File: src/include/pcw_kbd_config.svh
// Shared constants for the PCW keyboard, joystick and keymouse interface
// Included by the package and by every module that needs geometry,
// PS/2 field positions, decoded scancodes, row numbers or mouse scaling
`ifndef PCW_KBD_CONFIG_SVH
`define PCW_KBD_CONFIG_SVH

// Matrix geometry
`define PCW_ROWS        16      // Rows addressed by the CPU
`define PCW_ROW_BITS    8       // Bits per row
`define PCW_ADDR_W      4       // Row address width

// PS/2 event word fields, scancode sits in [7:0]
`define PS2_TOGGLE_BIT  10      // Flips on every event
`define PS2_PRESSED_BIT 9       // 1 on make, 0 on break
`define PS2_EXT_BIT     8       // Code was preceded by 0xE0

// Scancodes that drive shift and lock state
`define SC_LSHIFT       8'h12
`define SC_RSHIFT       8'h59
`define SC_CAPS         8'h58

// Special rows
`define ROW_JOY1        4'd9    // Joystick 1
`define ROW_JOY2        4'd11   // Joystick 2 or mouse X
`define ROW_FLAGS_D     4'd13   // Link 2 and caps-lock flags
`define ROW_FLAGS_E     4'd14   // Link 3 and link 1 flags
`define ROW_FLAGS_F     4'd15   // Transmit and update flags

// Keymouse scaling
`define MOUSE_SHIFT     3       // Deltas divided by 8
`define MOUSE_POS_W     7       // Wrapping position width

`endif

File: src/rtl/pcw_kbd_pkg.sv
// Types shared across the PCW keyboard design
// Import with a wildcard in the module header where a type is needed
`include "pcw_kbd_config.svh"

package pcw_kbd_pkg;

	typedef logic [`PCW_ROW_BITS-1:0] matrix_row_t;         // One matrix row
	typedef matrix_row_t [`PCW_ROWS-1:0] key_matrix_t;      // Whole matrix or a mask of it

	// Row 11 is joystick 2 or the mouse X readout, depending on keymouse
	typedef union packed {
		struct packed {
			logic [1:0] unused;                             // Always zero
			logic       fire2;
			logic       fire1;
			logic       right;
			logic       left;
			logic       down;
			logic       up;
		} joy;
		struct packed {
			logic                    middle;                // Middle button
			logic [`MOUSE_POS_W-1:0] x_pos;                 // Tracked X
		} mouse;
	} joy_mouse_row_u;

endpackage

File: src/rtl/matrix_read_mux.sv
// CPU read path for the key matrix
// Returns the addressed row; in keymouse mode rows 11 to 14 carry the
// mouse position and buttons in place of some matrix bits
`timescale 1ns/10ps
`include "pcw_kbd_config.svh"

module matrix_read_mux import pcw_kbd_pkg::*; (
	input  logic [`PCW_ADDR_W-1:0]  addr,
	input  logic                    keymouse,
	input  key_matrix_t             rows,
	input  logic                    mouse_left,
	input  logic                    mouse_middle,
	input  logic                    mouse_right,
	input  logic [`MOUSE_POS_W-1:0] x_pos,
	input  logic [`MOUSE_POS_W-1:0] y_pos,
	output matrix_row_t             key_data
);

	joy_mouse_row_u joy2;               // Row 11, joystick or mouse X

	always_comb begin
		joy2     = rows[`ROW_JOY2];
		key_data = rows[addr];
		if (keymouse) begin
			joy2.mouse.middle = mouse_middle;
			joy2.mouse.x_pos  = x_pos;
		end
		case (addr)
			`ROW_JOY2:
				key_data = joy2;
			4'd12:                                      // Top of Y
				if (keymouse) key_data = {y_pos[6:5], rows[12][5:0]};
			`ROW_FLAGS_D:                               // Flags stay, low Y below
				if (keymouse) key_data = {rows[`ROW_FLAGS_D][7:5], y_pos[4:0]};
			`ROW_FLAGS_E:
				if (keymouse) key_data = {mouse_left, mouse_right, rows[`ROW_FLAGS_E][5:0]};
			default: ;
		endcase
	end

endmodule

File: config.mk
export PLATFORM = sky130hd
export DESIGN_NAME = matrix_read_mux
export DESIGN_NICKNAME = d
export VERILOG_FILES = /design/src/rtl/pcw_kbd_pkg.sv /design/src/rtl/matrix_read_mux.sv
export VERILOG_INCLUDE_DIRS = /design/src /design/src/include
export SDC_FILE = /design/constraint.sdc
export NUM_CORES = 1
export LEC_CHECK = 0
export BUFFER_PORTS_ARGS = -buffer_cell sky130_fd_sc_hd__buf_2
export CAP_MARGIN = 10
export CORE_ASPECT_RATIO = 0.6
export CORE_UTILIZATION = 35
export DETAILED_ROUTE_END_ITERATION = 8
export PLACE_DENSITY = 0.87
export SETUP_SLACK_MARGIN = 0.4
export SYNTH_ARGS = -nofsm -noshare
export SYNTH_HDL_FRONTEND = slang
export SYNTH_SLANG_ARGS = --single-unit
File: constraint.sdc
create_clock -name vclk -period 1.4
set_clock_uncertainty 0.15 [all_clocks]
set_input_delay 0 -clock vclk [all_inputs]
set_output_delay 0 -clock vclk [all_outputs]
set_load 0.1 [all_outputs]
==> results.md <==
* Outcome: finished, violations left
* Failing checks: setup timing
* Cell count after placement at 401
* Wirelength per Cell at around 17 µm
* Max-cap check violation count at 0
* Iter 0 DRT Violations at between 90 and 100
* Syn avg cell area at 9.755 µm²
* N_diodes at 0
* Slew headroom at 0.7544
* Gate power share at 1.000
* P&R area growth vs syn at 89.94%
* Placed Area at roughly 2700 µm²
* Core ar. at 4212 µm²
* Hold_ws at between 300 and 400 ps
* Worst VDD drop at 327.0 µV
* Overall power at 1276 µW
* Top-area cell type share of the netlist area at 0.2565
* Leading area contributor after synthesis: mux4_2
* Layout sequential cell count at 0
* Setup ws final at -196.7 ps
* Synthesized cell area at around 1600 µm²
* Via Count at 2249
* Crit path launch: addr[1]
* Seq pwr share at 0
* Synthesized Nets at 312
* I/O Buffers at 158
* Die ar. at about 4800 µm²
* CP max FO at 5
* FMAX at 626.3 MHz
* Largest net degree at the start of global routing at 16
* Initial Util at 0.3752
* Ranking of synthesized cells by area: mux4_2 26%, mux2i_1 17%, mux4_1 8.3%, buf_6 5.7%, mux2_2 5.0%
* Synth Instances at 162
* Hold buffer count at cts at 0
* Routed length on met2 at between 3 and 4 mm
* CP startpoint kind: input pin
* Sw power at 633.6 µW
* Synth unique cells at 39
* Net Sw Frac at 0.4964
* GRT Util Overall at 0.2785
* P_int at 642.8 µW
* Uppermost routed layer: met4
* Synth cell count leaders: 27 x mux2i_1, 18 x mux4_2, 9 x nor2_1
* Power per Cell Area at 425.2 nW/µm²
* Row cnt at 18
* M1 WL at 2.782 mm
* Routability cong. at ~0.80
* Hpwl dp at 5.580 mm
* Worst Path Required at 1250 ps
* Worst setup endpoint: key_data[6]
* Design Area, Final at roughly 3000 µm²
* Post-route ant nets at 0
* Vias per inst at 5.472
* Ratio of final minimum period to clock period at 1.140
* Total wire length at 6.828 mm
* Pins over their slew limit at 0
* Setup violations, final at 8
* Min Tclk post-route at roughly 1600 ps
* Post-synthesis sequential area ratio at 0
* Die X at 88.75 µm
* Most common cell in the netlist: mux2i_1
* Syn. warnings at 0
* Final nets at approximately 500
* Final Core Density at 0.7127
* # DRC at 0
* Fin. Hold Viols at 0
* # IOs at 158
* Register area at 0 µm²
* RSZ-0062 raised after global routing: yes
* Critical-path top delay cell: mux4_2
* Cell mode on critical path: buf_12
* Worst-path cell chain: buf_12 -> buf_12 -> mux4_2 -> or2_4 -> o211ai_1 -> nand3_4 -> buf_12
* GRT Residual Overflow at 0
* Clock power frac at 0
* Largest stage delay on the critical path at 500 ps
* Crit path arrival time at ~1500 ps
* Met3 wire len at 602 µm
* First-pass GRT wire length at 9.901 mm
* Drt pass-1 iters at 4
* Critical Path Sink Type: output port
* Vias in the first global route at 2127
* Fraction of layout cells with a size suffix above 1 at 0.7208
* CLK BUF at 0
* Critical path class: input pin to output port
* Final cell count without fillers at 411
* Hold crit path type: input pin to output port
* Slew at the pin closest to its max-slew limit at 366.1 ps
* DIE HEIGHT at 54.05 µm
* Initial antenna violation count at 0
* Leakage at 0.001485 µW
worst min-delay path by stage:
| stage | start | to | slack (ps) | cells past startpoint |
|---|---|---|---|---|
| after floorplan | rows[110] | key_data[6] | 260 | 3 |
| after global placement | rows[111] | key_data[7] | 350 | 4 |
| after detailed placement | rows[111] | key_data[7] | 370 | 4 |
| after CTS | x_pos[1] | key_data[1] | 340 | 4 |
| after global routing | x_pos[3] | key_data[3] | 360 | 4 |
| final | x_pos[3] | key_data[3] | 350 | 4 |
logic make-up after synthesis:
family | Yosys count | synth area share
compound gates | 40 | 0.1845
mux | 57 | 0.5606
simple gates | 45 | 0.1631
buf+inv | 20 | 0.09185
metal layers:
layer | vias up | GRT usage
met3 | 12 | 0.05215
met4 | 0 | 0.06720
met5 | - | 0
li1 | 1054 | -
met2 | 123 | 0.5256
met1 | 1060 | 0.3318
layout make-up:
cell class / instances / area, µm²
inverters: 3 / 16.27
multi-input cells: 142 / 1486
repair buffers: 206 / 1424
well taps: 60 / 75.07
fillers: 325 / 1210
stage by stage:
stage	worst slack (ps)	setup TNS, ps
floorplan	-870.2	-4707
global placement	-370.7	-2562
detailed placement	-402.3	-2821
CTS	-162.5	-856.4
global route	-224.2	-1291
finish	-196.7	-904.2
timing repair:
action                                  CTS  global route
endpoints found under the hold margin     0             0
cloned                                    2             0
gates resized for setup                  34             8
buffers inserted                          7             1
pin swaps                                 7             1
endpoints found under the setup margin    8             8
critical path, delay by kind of cell:
family,cells,cell delay [ps]
compound gates,1,140
simple gates,2,370
buf+inv,3,430
mux,1,500
cells in the final DEF (no fill, tap or decap), types with 4 or more instances in the layout:
cell type,synthesis,final
buf_6,8,6
a21oi_1,5,5
mux2i_1,27,23
nand2_1,8,6
nand3b_1,5,5
o211ai_1,7,7
buf_2,5,147
buf_12,0,14
mux2_2,7,5
nor2_1,9,9
mux4_2,18,23
mux2i_2,0,4
buf_4,1,36
and3_1,4,4
a22oi_1,4,4
power groups by stage:
stage	Combinational, µW	Sequential, µW	Clock, µW
CTS	1240	0	0
global route	1350	0	0
floorplan	675	0	0
detailed placement	1160	0	0
finish	1280	0	0
global placement	1140	0	0
No activity file was read; power rests on OpenSTA's default activity.
