### config.mk
export PLATFORM = sky130hd
export DESIGN_NAME = keymouse_tracker
export DESIGN_NICKNAME = d
export VERILOG_FILES = /design/src/rtl/keymouse_tracker.sv
export VERILOG_INCLUDE_DIRS = /design/src /design/src/include
export SDC_FILE = /design/constraint.sdc
export NUM_CORES = 1
export LEC_CHECK = 0
export BUFFER_PORTS_ARGS = -buffer_cell sky130_fd_sc_hd__buf_2
export CORE_MARGIN = 10
export CORE_UTILIZATION = 59
export DETAILED_ROUTE_END_ITERATION = 7
export PLACE_DENSITY_LB_ADDON = 0.2
export SYNTH_ARGS = -nofsm -noshare
export SYNTH_HDL_FRONTEND = slang
export SYNTH_SLANG_ARGS = --single-unit
### constraint.sdc
create_clock -name clk_sys -period 4.2 [get_ports clk_sys]
set_clock_uncertainty 0.2 [all_clocks]
set_input_delay 0.84 -clock clk_sys [delete_from_list [all_inputs] [get_ports clk_sys]]
set_output_delay 0.84 -clock clk_sys [all_outputs]
set_load 0.02 [all_outputs]
### src/include/pcw_kbd_config.svh
// Shared constants for the PCW keyboard, joystick and keymouse interface
// Included by the package and by every module that needs geometry,
// PS/2 field positions, decoded scancodes, row numbers or mouse scaling
`ifndef PCW_KBD_CONFIG_SVH
`define PCW_KBD_CONFIG_SVH

// Matrix geometry
`define PCW_ROWS        16      // Rows addressed by the CPU
`define PCW_ROW_BITS    8       // Bits per row
`define PCW_ADDR_W      4       // Row address width

// PS/2 event word fields, scancode sits in [7:0]
`define PS2_TOGGLE_BIT  10      // Flips on every event
`define PS2_PRESSED_BIT 9       // 1 on make, 0 on break
`define PS2_EXT_BIT     8       // Code was preceded by 0xE0

// Scancodes that drive shift and lock state
`define SC_LSHIFT       8'h12
`define SC_RSHIFT       8'h59
`define SC_CAPS         8'h58

// Special rows
`define ROW_JOY1        4'd9    // Joystick 1
`define ROW_JOY2        4'd11   // Joystick 2 or mouse X
`define ROW_FLAGS_D     4'd13   // Link 2 and caps-lock flags
`define ROW_FLAGS_E     4'd14   // Link 3 and link 1 flags
`define ROW_FLAGS_F     4'd15   // Transmit and update flags

// Keymouse scaling
`define MOUSE_SHIFT     3       // Deltas divided by 8
`define MOUSE_POS_W     7       // Wrapping position width

`endif

### src/rtl/keymouse_tracker.sv
// Keymouse position tracker
// Each toggle of mouse_pulse is one sample. The delta magnitude is scaled
// down and added to or taken from a wrapping 7-bit position
`timescale 1ns/10ps
`include "pcw_kbd_config.svh"

module keymouse_tracker (
	input  logic                    clk_sys,
	input  logic                    reset,
	input  logic signed [8:0]       mouse_x,        // Bit 8 is the sign
	input  logic signed [8:0]       mouse_y,
	input  logic                    mouse_pulse,    // Toggles per sample
	output logic [`MOUSE_POS_W-1:0] x_pos,
	output logic [`MOUSE_POS_W-1:0] y_pos
);

	logic                    prev_pulse;
	logic                    sample_pend;           // Step latched, apply next edge
	logic [`MOUSE_POS_W-1:0] mag_x, mag_y;
	logic [`MOUSE_POS_W-1:0] step_x, step_y;
	logic                    neg_x, neg_y;

	assign mag_x = mouse_x[8] ? `MOUSE_POS_W'(~mouse_x[6:0] + 7'd1) : mouse_x[6:0];
	assign mag_y = mouse_y[8] ? `MOUSE_POS_W'(~mouse_y[6:0] + 7'd1) : mouse_y[6:0];

	always_ff @(posedge clk_sys) begin
		prev_pulse <= mouse_pulse;
		if (mouse_pulse != prev_pulse) begin
			step_x <= mag_x >> `MOUSE_SHIFT;
			step_y <= mag_y >> `MOUSE_SHIFT;
			neg_x  <= mouse_x[8];
			neg_y  <= mouse_y[8];
		end
		if (reset) begin
			sample_pend <= 1'b0;
			x_pos       <= '0;
			y_pos       <= '0;
		end else begin
			sample_pend <= mouse_pulse != prev_pulse;
			if (sample_pend) begin
				x_pos <= neg_x ? x_pos - step_x : x_pos + step_x;  // Wraps mod 128
				y_pos <= neg_y ? y_pos - step_y : y_pos + step_y;
			end
		end
	end

endmodule

==> impl_results.md <==
* CTS tree: yes
* HP Class: reg -> reg
* Flop2flop setup slack at 1.39 ns
* Final ANT Viol Nets at 0
* Seq. cell area at 621 um2
* Largest net degree at the start of global routing at 23
* Final Max Tran Viols at 0
* Gpl congestion at 0.819
* Max Freq at 356 MHz
* Final net count at 255
* Max Cap Violations at 0
* Crit path cell chain: inv_1 -> ha_1 -> nor3b_1 -> or2_2 -> ha_1 -> and3_1 -> a221o_1 -> a21o_1 -> nand3_1
* Area fraction in compound gates after synthesis at 19.9%
* Crit end category: flop
* # fillers at 246
* Vias in the first global route at roughly 1600
* CP top delay family: simple AND/OR/NAND/NOR gates
* Synth Instances at 189
* Worst Setup EP: x_pos[6]
* Pre-CTS setup slack at 1.45 ns
* Synth cell count leaders: 16 x dfxtp_1, 14 x ha_1, 14 x xnor2_1
* Reg2Reg Launch Point: step_x[0]
* Iter 0 DRT Violations at 137
* Clock Sinks at 26
* Synth Warn # at 0
* Main combinational cell family by area after synthesis: compound AO/OA/AOI/OAI gates
* GRT Overall Usage at 14.5%
* Worst-Margin Slew at about 0.95 ns
* Setup TNS at 0 ns
* P per Cell Area at approximately 380 nW/um2
* Post-Syn Nets at 226
* Skew-Pair Late Insertion Delay at roughly 0.32 ns
* HP Start: x_pos[4]
* WP buf/inv at 1
* Die width at 75.5 um
* Post-synthesis xor/xnor area fraction at under 10%
* Post-synth cell types at 51
* Layout cells sized above 1 at 19.8%
* Antenna violations before repair at 0
* Unrepaired setup endpoints after global routing: false
* Drt wl/cell at 15.7 um
* First-pass GRT wire length at 6700 um
* Drt pass-1 iters at 4
* Peak VDD IR at roughly 0.22 mV
* Final setup margin at 1.39 ns
* Kind of critical path: reg -> reg
* Starting density of the core at 60.4%
* Worst-path fanout max at 6
* Post-DP HPWL at ~3100 um
* Run status: complete, no violations
* Post-CTS setup repair buffer count at 0
* Tot Pwr at 755 uW
* Slew HR at between 30% and 40%
* Die H at 75.5 um
* Post-synth EDFFs at 10
* Adder-Cell Fraction of Synth Area at 11.9%
* CTS resizes at 0
* Top cells by area, synth: dfxtp_1 18%, edfxtp_1 17%, ha_1 9.7%
* Final setup fails at 0
* Most common cell in the netlist: dfxtp_1
* Leak pwr at 0.856 nW
* Final Critical Period at 2.81 ns
* Area share of and/or/nand/nor cells after synthesis at between 10% and 20%
* Area leader, netlist: dfxtp_1
* Clock slew at reported path FFs at 0.15 ns
* Multi-input logic area at 1100 um2
* CP most frequent cell: ha_1
* PortBufs at 32
* Worst reg2reg path endpoint: x_pos[6]
* Mapped cell area at 1810 um2
* Slowest cell on the critical path: nor3b_1
* I/O pin count at 35
* Area growth, synth to finish at 9.79%
* Req. time, crit path at 4.27 ns
* Final worst path period share at 66.8%
* Register bit total from synthesis at 26
* Routed vias/inst at approximately 6.1
* CP startpoint kind: flop
* Core ar. at 3000 um2
* Crit path DAT at roughly 2.9 ns
* CP max stage delay at ~0.56 ns
* Maximum clock path buffer count at 2
* Ant. Diodes at 0
* Levels on crit path at 9
* Die ar. at 5690 um2
* DR DRC count at 0
* Worst reg-to-reg path cell count at 9
* Post-Syn Area per Cell at 9.60 um2
* Root Buffer: clkbuf_4
* Synth Flop Type: dfxtp_1
* Via count at 1532
* Num rows at 20
* Final Hold Viols at 0
* Setup crit start: step_x[0]
* H-Tree Depth at 1
* Seq/Total Area, Yosys at about 34%
* Total congestion overflow at 0
* Routed wire length at 3930 um
* Post-synthesis async set-or-reset flop share at 0%
* Multiplexer share of the synthesized area at approximately 2.2%
* Cts hold-fix bufs at 0
* Area share of the largest cell type after synthesis at between 15 and 20%
* Total CTS buffers at 3
worst min path at each step:
stage	to	slack, ns	cells past startpoint
finish	x_pos[4]	0.30	2
global route	x_pos[0]	0.31	2
CTS	x_pos[0]	0.30	2
detailed placement	x_pos[0]	0.28	2
global placement	x_pos[0]	0.27	2
floorplan	x_pos[0]	0.36	2
sequential cells by signal, summed over array words and instances, names as in the netlist:
register / cells
sample_pend: 1
x_pos: 7
neg_x: 1
y_pos: 7
neg_y: 1
step_y: 4
prev_pulse: 1
step_x: 4
metal layers:
metal,global-route usage (%),part of all wire (%),vias up
li1,-,-,765
met1,17.9,44,713
met2,23.5,48,48
met3,3.78,6.8,6
met4,5.36,1.3,0
met5,0,0,-
report_power, final:
group          total, mW  leakage, nW  internal [mW]  switching [mW]
combinational      0.303        0.611          0.138           0.165
sequential         0.337        0.230          0.299          0.0388
clock              0.115       0.0150         0.0372          0.0774
total              0.755        0.856          0.474           0.281
stage by stage:
step	hold slack (ns)	util, %	cells	instance area (um2)
6_report	0.305	66.3	250	1990
4_1_cts	0.299	66.3	250	1990
5_1_grt	0.310	66.3	250	1990
2_1_floorplan	0.362	-	189	1810
3_3_place_gp	0.274	65.5	246	1970
3_5_place_dp	0.283	65.5	246	1970
final cells by class:
class	count	area share, %
sequential	26	31.2
inverter	12	2.26
timing repair buffer	32	8.04
multi-input combinational	143	55.2
clock buffer	4	1.32
tap	33	2.07
cells by family after synthesis:
logic type               count (synthesis)
multiplexers                             4
flip-flops                              26
buffers and inverters                   20
AO/OA/AOI/OAI                           48
adder cells (fa/ha/maj)                 16
AND/OR/NAND/NOR                         58
XOR/XNOR                                17
worst register-to-register path, stage by stage, from the launching register on:
cell and delay (ns):
edfxtp_1 0.48, inv_1 0.10, ha_1 0.16, nor3b_1 0.56
or2_2 0.24, ha_1 0.26, and3_1 0.20, a221o_1 0.34
a21o_1 0.17, nand3_1 0.06
layout by cell type, fill, tap and decap left out, types with 3 or more instances in the layout:
master,n
a211oi_1,4
a21o_1,4
a21oi_1,3
and3_1,3
buf_2,32
clkbuf_4,3
dfxtp_1,16
edfxtp_1,10
ha_1,14
inv_1,12
mux2i_1,4
nand2_1,10
nand2b_1,4
nand3_1,4
nor2_1,11
nor3_1,7
nor4b_1,3
o211ai_1,3
o21a_1,6
o21ai_0,5
o31ai_1,4
or4_1,3
xnor2_1,14
xor2_1,3
Note: power is estimated with default switching activity, not from simulation.
