## config.mk

```make
export PLATFORM = sky130hd
export DESIGN_NAME = key_event_ctrl
export DESIGN_NICKNAME = d
export VERILOG_FILES = /design/src/rtl/key_event_ctrl.sv
export VERILOG_INCLUDE_DIRS = /design/src /design/src/include
export SDC_FILE = /design/constraint.sdc
export NUM_CORES = 1
export LEC_CHECK = 0
export BUFFER_PORTS_ARGS = -buffer_cell sky130_fd_sc_hd__buf_2
export CAP_MARGIN = 15
export CORE_MARGIN = 4
export CORE_UTILIZATION = 43
export CTS_CLUSTER_DIAMETER = 40
export DETAILED_ROUTE_END_ITERATION = 6
export GPL_TIMING_DRIVEN = 0
export PLACE_DENSITY = 0.83
export SLEW_MARGIN = 0
export SYNTH_ARGS = -nofsm -noshare
export SYNTH_HDL_FRONTEND = slang
export SYNTH_SLANG_ARGS = --single-unit
```

## constraint.sdc

```tcl
create_clock -name clk_sys -period 1.27 [get_ports clk_sys]
set_clock_uncertainty 0.05 [all_clocks]
set_input_delay 0.0635 -clock clk_sys [delete_from_list [all_inputs] [get_ports clk_sys]]
set_output_delay 0.0635 -clock clk_sys [all_outputs]
set_load 0.01 [all_outputs]
```

## src/include/pcw_kbd_config.svh

```systemverilog
// Shared constants for the PCW keyboard, joystick and keymouse interface
// Included by the package and by every module that needs geometry,
// PS/2 field positions, decoded scancodes, row numbers or mouse scaling
`ifndef PCW_KBD_CONFIG_SVH
`define PCW_KBD_CONFIG_SVH

// Matrix geometry
`define PCW_ROWS        16      // Rows addressed by the CPU
`define PCW_ROW_BITS    8       // Bits per row
`define PCW_ADDR_W      4       // Row address width

// PS/2 event word fields, scancode sits in [7:0]
`define PS2_TOGGLE_BIT  10      // Flips on every event
`define PS2_PRESSED_BIT 9       // 1 on make, 0 on break
`define PS2_EXT_BIT     8       // Code was preceded by 0xE0

// Scancodes that drive shift and lock state
`define SC_LSHIFT       8'h12
`define SC_RSHIFT       8'h59
`define SC_CAPS         8'h58

// Special rows
`define ROW_JOY1        4'd9    // Joystick 1
`define ROW_JOY2        4'd11   // Joystick 2 or mouse X
`define ROW_FLAGS_D     4'd13   // Link 2 and caps-lock flags
`define ROW_FLAGS_E     4'd14   // Link 3 and link 1 flags
`define ROW_FLAGS_F     4'd15   // Transmit and update flags

// Keymouse scaling
`define MOUSE_SHIFT     3       // Deltas divided by 8
`define MOUSE_POS_W     7       // Wrapping position width

`endif

```

## src/rtl/key_event_ctrl.sv

```systemverilog
// PS/2 event capture and modifier state
// Watches the toggle bit of the host key word, latches the event fields and
// pulses strobe for one cycle per event. Also owns shift and caps-lock state
`timescale 1ns/10ps
`include "pcw_kbd_config.svh"

module key_event_ctrl (
	input  logic        clk_sys,
	input  logic        reset,
	input  logic [10:0] ps2_key,        // Host key word
	output logic        strobe,         // One cycle per captured event
	output logic        pressed,
	output logic        extended,
	output logic [7:0]  code,
	output logic        shift_state,    // Either shift or caps lock
	output logic        capslock
);

	logic prev_toggle;                  // Toggle bit from previous edge
	logic shifted;                      // A shift key is down
	logic new_event;

	assign new_event   = ps2_key[`PS2_TOGGLE_BIT] != prev_toggle;
	assign shift_state = shifted | capslock;

	always_ff @(posedge clk_sys) begin
		prev_toggle <= ps2_key[`PS2_TOGGLE_BIT];    // Sampled on every edge
		if (reset) begin
			strobe   <= 1'b0;
			pressed  <= 1'b0;
			extended <= 1'b0;
			code     <= 8'h00;
			shifted  <= 1'b0;
			capslock <= 1'b0;
		end else begin
			strobe <= new_event;
			if (new_event) begin
				pressed  <= ps2_key[`PS2_PRESSED_BIT];
				extended <= ps2_key[`PS2_EXT_BIT];
				code     <= ps2_key[7:0];
			end
			// Modifiers move with the matrix write
			if (strobe) begin
				if (code == `SC_LSHIFT && !extended)
					shifted <= pressed;                 // E0 12 is print screen
				if (code == `SC_RSHIFT)
					shifted <= pressed;
				if (code == `SC_CAPS && pressed)
					capslock <= ~capslock;              // Release leaves it alone
			end
		end
	end

	// Strobe stays low after reset release unless the host toggles right then
	a_no_strobe_after_reset: assert property (@(posedge clk_sys)
		$fell(reset) && $stable(ps2_key[`PS2_TOGGLE_BIT]) |=> !strobe);

endmodule

```

==> impl_metrics.csv <==
group,metric,value,unit
run_status,status,"finished clean",
timing,hold_viol_final,0,
detailed_routing,via_per_inst,4.94,
detailed_routing,antenna_left,0,
timing,finalSetupViolCount,0,
global_route,grt_max_degree,11,
layout,instances_no_fill,117,
logic_synthesis,ys_ff_latch,14,
critical_path,r2r_start,"code[2]",
detailed_routing,via_count,578,
global_route,grt_pass1_vias,545,
pwr,vdd.ir_drop.worst,0.626,mV
logic_synthesis,ys_types,19,
detailed_routing,drc_errors,0,
logic_synthesis,synthesis.nets,76,
min_path,min_path_type,"flip-flop to flip-flop",
timing,min_period,1.20,ns
detailed_routing,route.final.wire_length,1520,um
floorplan,die_h,44.1,um
min_path,whs_endpoint,"code[4]",
timing,whs,0.432,ns
global_route,grt_pass1_wl,2380,um
floorplan,start_util,47.9,%
critical_path,reg2reg_depth,4,
layout,nNetsFinal,118,
critical_path,r2r_slack,0.07,ns
timing,timing.fmax,0.833,GHz
place,dp_slack,-0.00358,ns
critical_path,arrival,1.32,ns
min_path,hold_depth,2,
critical_path,start_kind,"flip-flop",
critical_path,r2r_end,"shifted",
clocking,cts_root_buf,"clkbuf_4",
floorplan,die_w,44.1,um
critical_path,max_stage_delay,0.36,ns
detailed_routing,dr.pass1.iters,4,
critical_path,slowest_stage,"dfxtp_1",
timing,drv_slew,0,
clocking,cts_buffers,3,
clocking,htreeDepth,1,
timing,slew_headroom,70.2,%
place,port_buffers,25,
global_route,grt_antenna_before_repair,0,
floorplan,coreArea,1170,um^2
floorplan,fp-row-count,12,
logic_synthesis,synth_top_area_share,50.0,%
global_route,grt_usage,16.1,%
place,dp_hpwl,1000,um
critical_path,worstSetupPathType,"flip-flop to flip-flop",
detailed_routing,routedWlPerCell,13.0,um
logic_synthesis,syn_avg_cell_area,8.90,um^2
timing,fin_crit_sh,94.5,%
place,place_congestion,0.724,
place,dp.cells,102,
clocking,clockBufferDepth,2,
critical_path,crit_buf_inv,0,
critical_path,critical_path.cell_chain,"nor4b_4 > nand2_1 > o21ai_1 > o41ai_2",
pwr,leakage,0.402,nW
pwr,powerDensity,1060,nW/um^2
floorplan,io_pins,26,
critical_path,crit_family,"simple AND/OR/NAND/NOR gates",
clocking,tritoncts,"yes",
flow_run,drv_cap,0,
clocking,clk_pin_slew,0.08,ns
layout,drive_gt1_share,34.0,%
logic_synthesis,synth_area_leader_cell,"dfxtp_1",
logic_synthesis,ys_top_cells_by_area,"dfxtp_1, nand2_1, a21oi_1",
critical_path,cp_max_fo,3,
critical_path,cp-end-kind,"flip-flop",
clocking,post_cts_buffers,0,
clocking,clock_latency,0.28,ns
layout,antenna_cells,0,
timing,rsz0062_at_grt,"false",
logic_synthesis,synth_area,561,um^2
logic_synthesis,netlist_instances,63,
floorplan,die_area,1950,um^2
timing,fin_ws,0.0695,ns
layout,area_delta_synth_final,56.2,%
layout,final_core_util,74.8,%
min_path,hold_path_startpoint,"code[4]",
logic_synthesis,ys_seq_area_share,50.0,%
global_route,grt_overflow_total,0,
detailed_routing,drt_iter0_drc,9,
timing,tightest_slew,0.447,ns
clocking,cts_sinks,14,
logic_synthesis,synth_warnings,0,
critical_path,required,1.39,ns
==> cells by family (layout without fill, tap and decap cells) <==
kind of cell | after synthesis | count (layout) | synth area share, %
and+or+nand+nor | 30 | 30 | 27.2
DFF | 14 | 14 | 50.0
AOI/OAI and AO/OA | 12 | 12 | 12.7
xor gates and xnor gates | 3 | 3 | 6.03
buffers and inverters | 3 | 43 | 2.23
muxes | 1 | 1 | 1.79
==> cell usage in the layout (no fill, tap or decap), drive strengths merged, types with 2 or more instances in the layout <==
master and n:
buf 26, nand2 21, dfxtp 14, dlygate4sd3 12, a21oi 10, clkbuf 4, nor2 2, nor4b 2
nor2b 2, xor2 2
==> synthesized netlist by cell type, drive strengths merged <==
library cell  instances
nor4b                 2
inv                   1
nand2                21
o41ai                 1
a21oi                10
clkbuf                1
nor2b                 2
o21ai                 1
xnor2                 1
xor2                  2
dfxtp                14
and3b                 1
nor2                  2
buf                   1
or2                   1
nand4                 1
mux2i                 1
==> power breakdown <==
| part | internal, W | total, W | switching, W | leakage [nW] |
|---|---|---|---|---|
| Combinational | 0.0000924 | 0.000176 | 0.0000840 | 0.272 |
| Clock | 0.000110 | 0.000254 | 0.000144 | 0.0138 |
| Sequential | 0.000467 | 0.000500 | 0.0000326 | 0.116 |
| Total | 0.000670 | 0.000931 | 0.000261 | 0.402 |
==> stage by stage <==
stage	total power (W)	TNS (ns)	area [um^2]
after floorplan	0.000577	0	561
after global placement	0.000636	0	703
after detailed placement	0.000642	-0.00358	703
after CTS	0.000916	0	852
after global routing	0.000970	0	876
final	0.000931	0	876
==> worst min-delay path: cells and delay by family, from the launching register on <==
family | cells | cell delay (ns)
compound gates | 1 | 0.05
flops | 1 | 0.33
simple gates | 1 | 0.06
==> worst max-delay path by stage <==
stage | start | to | slack [ns] | cells past startpoint
floorplan | code[3] | shifted | 0.12 | 4
global placement | code[3] | shifted | 0.08 | 4
detailed placement | code[3] | shifted | -0.004 | 4
CTS | ps2_key[10] | extended | 0.03 | 5
global route | code[2] | capslock | 0.003 | 4
finish | code[2] | shifted | 0.07 | 4
==> timing repair <==
item | 4_1_cts | 5_1_grt
hold buffers | 12 | 0
pin swaps | 0 | 2
endpoints found under the hold margin | 12 | 0
endpoints found under the setup margin | 1 | 11
resized for setup | 1 | 5
cloned | 0 | 0
==> metal layers <==
| metal | routed length, um | up-vias | track usage, % |
|---|---|---|---|
| met1 | 655 | 267 | 19.6 |
| met4 | 17 | 0 | 5.42 |
| met3 | 83 | 3 | 3.25 |
| met2 | 761 | 17 | 27.9 |
| li1 | - | 291 | - |
| met5 | 0 | - | 0 |
==> state kept, by name, indices dropped and copies added (netlist names) <==
name,cells
capslock,1
code,8
prev_toggle,1
shifted,1
extended,1
strobe,1
pressed,1
==> layout make-up <==
type,instances,area [um^2]
sequential,14,282
fill,87,295
clock buffer,3,22.5
buffer,2,11.3
tap,14,17.5
inverter,1,3.75
multi-input combinational,46,294
timing repair buffer,37,245
Power figures use the tool's default switching activity.
