==> src/include/pcw_kbd_config.svh <==
// Shared constants for the PCW keyboard, joystick and keymouse interface
// Included by the package and by every module that needs geometry,
// PS/2 field positions, decoded scancodes, row numbers or mouse scaling
`ifndef PCW_KBD_CONFIG_SVH
`define PCW_KBD_CONFIG_SVH

// Matrix geometry
`define PCW_ROWS        16      // Rows addressed by the CPU
`define PCW_ROW_BITS    8       // Bits per row
`define PCW_ADDR_W      4       // Row address width

// PS/2 event word fields, scancode sits in [7:0]
`define PS2_TOGGLE_BIT  10      // Flips on every event
`define PS2_PRESSED_BIT 9       // 1 on make, 0 on break
`define PS2_EXT_BIT     8       // Code was preceded by 0xE0

// Scancodes that drive shift and lock state
`define SC_LSHIFT       8'h12
`define SC_RSHIFT       8'h59
`define SC_CAPS         8'h58

// Special rows
`define ROW_JOY1        4'd9    // Joystick 1
`define ROW_JOY2        4'd11   // Joystick 2 or mouse X
`define ROW_FLAGS_D     4'd13   // Link 2 and caps-lock flags
`define ROW_FLAGS_E     4'd14   // Link 3 and link 1 flags
`define ROW_FLAGS_F     4'd15   // Transmit and update flags

// Keymouse scaling
`define MOUSE_SHIFT     3       // Deltas divided by 8
`define MOUSE_POS_W     7       // Wrapping position width

`endif

==> src/rtl/pcw_kbd_pkg.sv <==
// Types shared across the PCW keyboard design
// Import with a wildcard in the module header where a type is needed
`include "pcw_kbd_config.svh"

package pcw_kbd_pkg;

	typedef logic [`PCW_ROW_BITS-1:0] matrix_row_t;         // One matrix row
	typedef matrix_row_t [`PCW_ROWS-1:0] key_matrix_t;      // Whole matrix or a mask of it

	// Row 11 is joystick 2 or the mouse X readout, depending on keymouse
	typedef union packed {
		struct packed {
			logic [1:0] unused;                             // Always zero
			logic       fire2;
			logic       fire1;
			logic       right;
			logic       left;
			logic       down;
			logic       up;
		} joy;
		struct packed {
			logic                    middle;                // Middle button
			logic [`MOUSE_POS_W-1:0] x_pos;                 // Tracked X
		} mouse;
	} joy_mouse_row_u;

endpackage

==> src/rtl/key_matrix.sv <==
// PCW key matrix registers
// Applies masked key updates on strobe and refreshes the joystick rows and
// the link, caps-lock and update flag bits every cycle
`timescale 1ns/10ps
`include "pcw_kbd_config.svh"

module key_matrix import pcw_kbd_pkg::*; (
	input  logic        clk_sys,
	input  logic        reset,
	input  logic        strobe,
	input  logic        pressed,
	input  key_matrix_t hit_mask,
	input  key_matrix_t set_mask,
	input  logic        capslock,
	input  logic [7:0]  joy0,
	input  logic [7:0]  joy1,
	input  logic        lk1,
	input  logic        lk2,
	input  logic        lk3,
	output key_matrix_t rows
);

	joy_mouse_row_u joy_a;              // Joystick 1 row image
	joy_mouse_row_u joy_b;              // Joystick 2 row image

	// Host joystick bits into PCW order
	function automatic joy_mouse_row_u joy_row(input logic [7:0] j);
		joy_row           = '0;
		joy_row.joy.fire2 = j[5];
		joy_row.joy.fire1 = j[4];
		joy_row.joy.right = j[0];
		joy_row.joy.left  = j[1];
		joy_row.joy.down  = j[2];
		joy_row.joy.up    = j[3];
	endfunction

	assign joy_a = joy_row(joy0);
	assign joy_b = joy_row(joy1);

	always_ff @(posedge clk_sys) begin
		if (reset) begin
			rows <= '0;
		end else begin
			if (strobe)
				rows <= (rows & ~hit_mask) |
					(set_mask & {(`PCW_ROWS * `PCW_ROW_BITS){pressed}});
			// Live bits win over key writes
			rows[`ROW_JOY1][5:0]    <= joy_a[5:0];
			rows[`ROW_JOY2][5:0]    <= joy_b[5:0];
			rows[`ROW_FLAGS_D][7:6] <= {~lk2, capslock};
			rows[`ROW_FLAGS_E][7:6] <= {lk3, lk1};
			rows[`ROW_FLAGS_F][7:6] <= {1'b1, strobe};     // Transmit and update flags
		end
	end

	// Rows 12 to 15 hold nothing but their flag bits
	a_flag_rows: assert property (@(posedge clk_sys) !reset |=>
		rows[`ROW_FLAGS_F][7] && rows[4'd12] == '0 && rows[`ROW_FLAGS_D][5:0] == '0 &&
		rows[`ROW_FLAGS_E][5:0] == '0 && rows[`ROW_FLAGS_F][5:0] == '0);

endmodule

==> config.mk <==
export PLATFORM = sky130hd
export DESIGN_NAME = key_matrix
export DESIGN_NICKNAME = d
export VERILOG_FILES = /design/src/rtl/pcw_kbd_pkg.sv /design/src/rtl/key_matrix.sv
export VERILOG_INCLUDE_DIRS = /design/src /design/src/include
export SDC_FILE = /design/constraint.sdc
export NUM_CORES = 1
export LEC_CHECK = 0
export ABC_AREA = 1
export BUFFER_PORTS_ARGS = -buffer_cell sky130_fd_sc_hd__clkbuf_2
export CORE_AREA = 2 2 157 159
export CTS_CLUSTER_DIAMETER = 50
export DETAILED_ROUTE_END_ITERATION = 12
export DIE_AREA = 0 0 159 161
export PLACE_DENSITY = 0.58
export SYNTH_ARGS = -nofsm -noshare
export SYNTH_HDL_FRONTEND = slang
export SYNTH_SLANG_ARGS = --single-unit
export TNS_END_PERCENT = 100
==> constraint.sdc <==
create_clock -name clk_sys -period 1 [get_ports clk_sys]
set_input_delay 0.2 -clock clk_sys [delete_from_list [all_inputs] [get_ports clk_sys]]
set_output_delay 0.2 -clock clk_sys [all_outputs]
set_load 0.03 [all_outputs]
==> metrics.txt <==
status finished with violations; failing checks negative setup slack; CTS clk-pin slew, worst paths 0.06 ns; Logic pwr share 19.0%; initial antenna violation count 1; met2 wire len 9.82 mm; fillers ~2400; vias in the first global route roughly 6100; Worst Path Max Fanout 2; core area 0.0240 sq mm; crit path capture type output port; leakage power 4.42 nW; Slew HR between 80% and 90%; Met1 Wirelength 7.33 mm; slowest stage cell, crit path dfxtp_2; I/O Buffers 367; Synth Register Bits 128; hold endpoint rows[6]; nets 1347; Final WS setup -0.0970 ns; Tot GR Track Use 14.1%; # DRC 0; NetSw around 4.0 mW; Final period util 110%; Biggest register rows; GP Congestion 0.816; routed wire length 19.0 mm; FF+latch area about 0.0027 sq mm; Die Area 0.0256 sq mm; Final ANT Viol Nets 0; TritonCTS clock tree yes; register area share after synthesis 50.7%; hold_sp set_mask[6]; Area Growth Syn to Fin 90.2%; Worst-Margin Slew 0.264 ns; Cell Chain, Critical Path buf_8; Clock Tree Buf Depth 2; maximum VDD drop 0.000881 V; min-delay worst type input port to flip-flop; Tmin final between 1 and 1.5 ns; Max Used Layer met4; Tot Pwr 14.1 mW; Hold Path Stages 3; CTS sink count 128; Avg Vias per Cell ~4.2; area of the multi-input gates 0.00199 sq mm; Worst Setup Path Type flip-flop to output port; Gate Count Post-Synth 653; R2R setup slack 0.22 ns; WHS 0.0306 ns; biggest regs rows: 128 flops; Worst path max stage delay 0.36 ns; CP Buf/Inv Count 1; Seq pwr share 39.8%; RR Endpoint rows[13]; PD cells 1460 mW/mm^2; vias 5920; f_max 912 MHz; final design utilization 40.2%; first-pass GRT wire length approximately 30 mm; layout cells sized above 1 between 50% and 60%; mapped cell area 0.00506 sq mm; clock skew 0 ns; Yosys cell types 11; R2R Path Start rows[13]; number of max-cap violations 0; reg2reg path depth 4; Inserted Clock Buffers 17; RSZ-0062 raised after global routing yes; H-tree depth 4; Synth Net Count between 900 and 1000; syn_area_per_cell 7.75 sq um; met3 wire length 1.40 mm; Clock Power Share between 40% and 50%; FP Rows 57; Int Pwr 10.0 mW; I/O pin count ~410; max FFs per register around 130; initial core utilization 21.1%; n_diodes 0; switching share of power roughly 29%; Root Buffer clkbuf_16; pin count of the biggest net entering global routing 54; wire per inst between 10 and 15 microns; final setup fails 128; Pins Over Slew Limit 0; worst skew pair latency 0.41 ns; Initial DRT Pass Iterations 4; crit-path leading delay family flip-flops; Worst EP arrival 0.90 ns; final HPWL from detailed placement 12.8 mm; die span in y 161 microns; Die W 159 microns; crit path launch type flip-flop; drt first-iter violations around 330; GRT overflow 0; Ys Warns 0; Post-Place Setup Slack approximately 0.0066 ns; final hold vios 0; CP Data Required Time around 0.8 ns
[final cells by class]
class | instances | area share, %
clock inverters | 14 | 1.12
inverters | 17 | 0.663
multi-input cells | 457 | 20.7
flip-flops and latches | 128 | 28.3
clock buffers | 18 | 4.56
repair buffers | 446 | 40.4
well taps | 324 | 4.21
[worst max-delay path by stage]
| stage | cells after the start | slack [ns] | startpoint | to |
|---|---|---|---|---|
| 2_1_floorplan | 6 | 0.14 | strobe | rows[100] |
| 3_3_place_gp | 4 | 0.01 | pressed | rows[49] |
| 3_5_place_dp | 5 | 0.007 | strobe | rows[58] |
| 4_1_cts | 1 | -0.16 | rows[109] | rows[109] |
| 5_1_grt | 1 | -0.14 | rows[109] | rows[109] |
| 6_report | 1 | -0.1 | rows[109] | rows[109] |
[through the flow]
step	setup TNS, ns	std cells	area (sq um)
finish	-9.16	1404	9620
global route	-14.13	1404	9620
CTS	-14.86	1385	9310
detailed placement	0	1328	7260
global placement	0	1328	7260
floorplan	0	653	5060
[power groups by stage]
stage	sequential, mW	clock (mW)	combinational [mW]
floorplan	6.04	0	0.712
global placement	5.56	0	2.08
detailed placement	5.57	0	2.09
CTS	5.54	6.03	2.52
global route	5.62	6.24	2.87
finish	5.60	5.81	2.68
[cells in the mapped netlist, drive strengths merged]
cell type	number	area, sq um
nand2	220	826
dfxtp	128	2560
a21oi	110	551
nand3	110	551
buf	40	397
inv	17	63.8
nor2	17	63.8
clkbuf	11	45.1
[placed cells by master, fill, tap and decap left out]
master	count
nand2_1	220
clkbuf_16	17
buf_6	1
nand3_1	110
clkinv_4	1
buf_8	128
nor2_1	17
dlygate4sd3_1	17
dfxtp_4	1
clkbuf_8	1
inv_1	17
a21oi_1	110
buf_4	54
inv_6	5
dfxtp_2	127
clkinvlp_4	6
clkinv_2	2
buf_12	10
clkbuf_2	236
[what timing repair did]
action / 4_1_cts / 5_1_grt
buffers inserted: 8 / 19
endpoints found under the setup margin: 128 / 128
pin swaps: 0 / 0
hold endpoints to repair: 17 / 0
hold buffers: 17 / 0
gates resized for setup: 382 / 131
[cells by family (layout without fill, tap and decap cells)]
logic type      count (synthesis)  after routing  synth area share [%]
compound gates                110            110                  10.9
buf+inv                        68            495                  9.99
flops                         128            128                  50.7
simple gates                  347            347                  28.5
[layer usage]
metal / global-route usage [%] / vias to the layer above
li1: - / 2962
met1: 15.2 / 2689
met2: 25.6 / 240
met3: 4.29 / 29
met4: 6.12 / 0
met5: 0 / -
No activity file was read; power rests on OpenSTA's default activity.
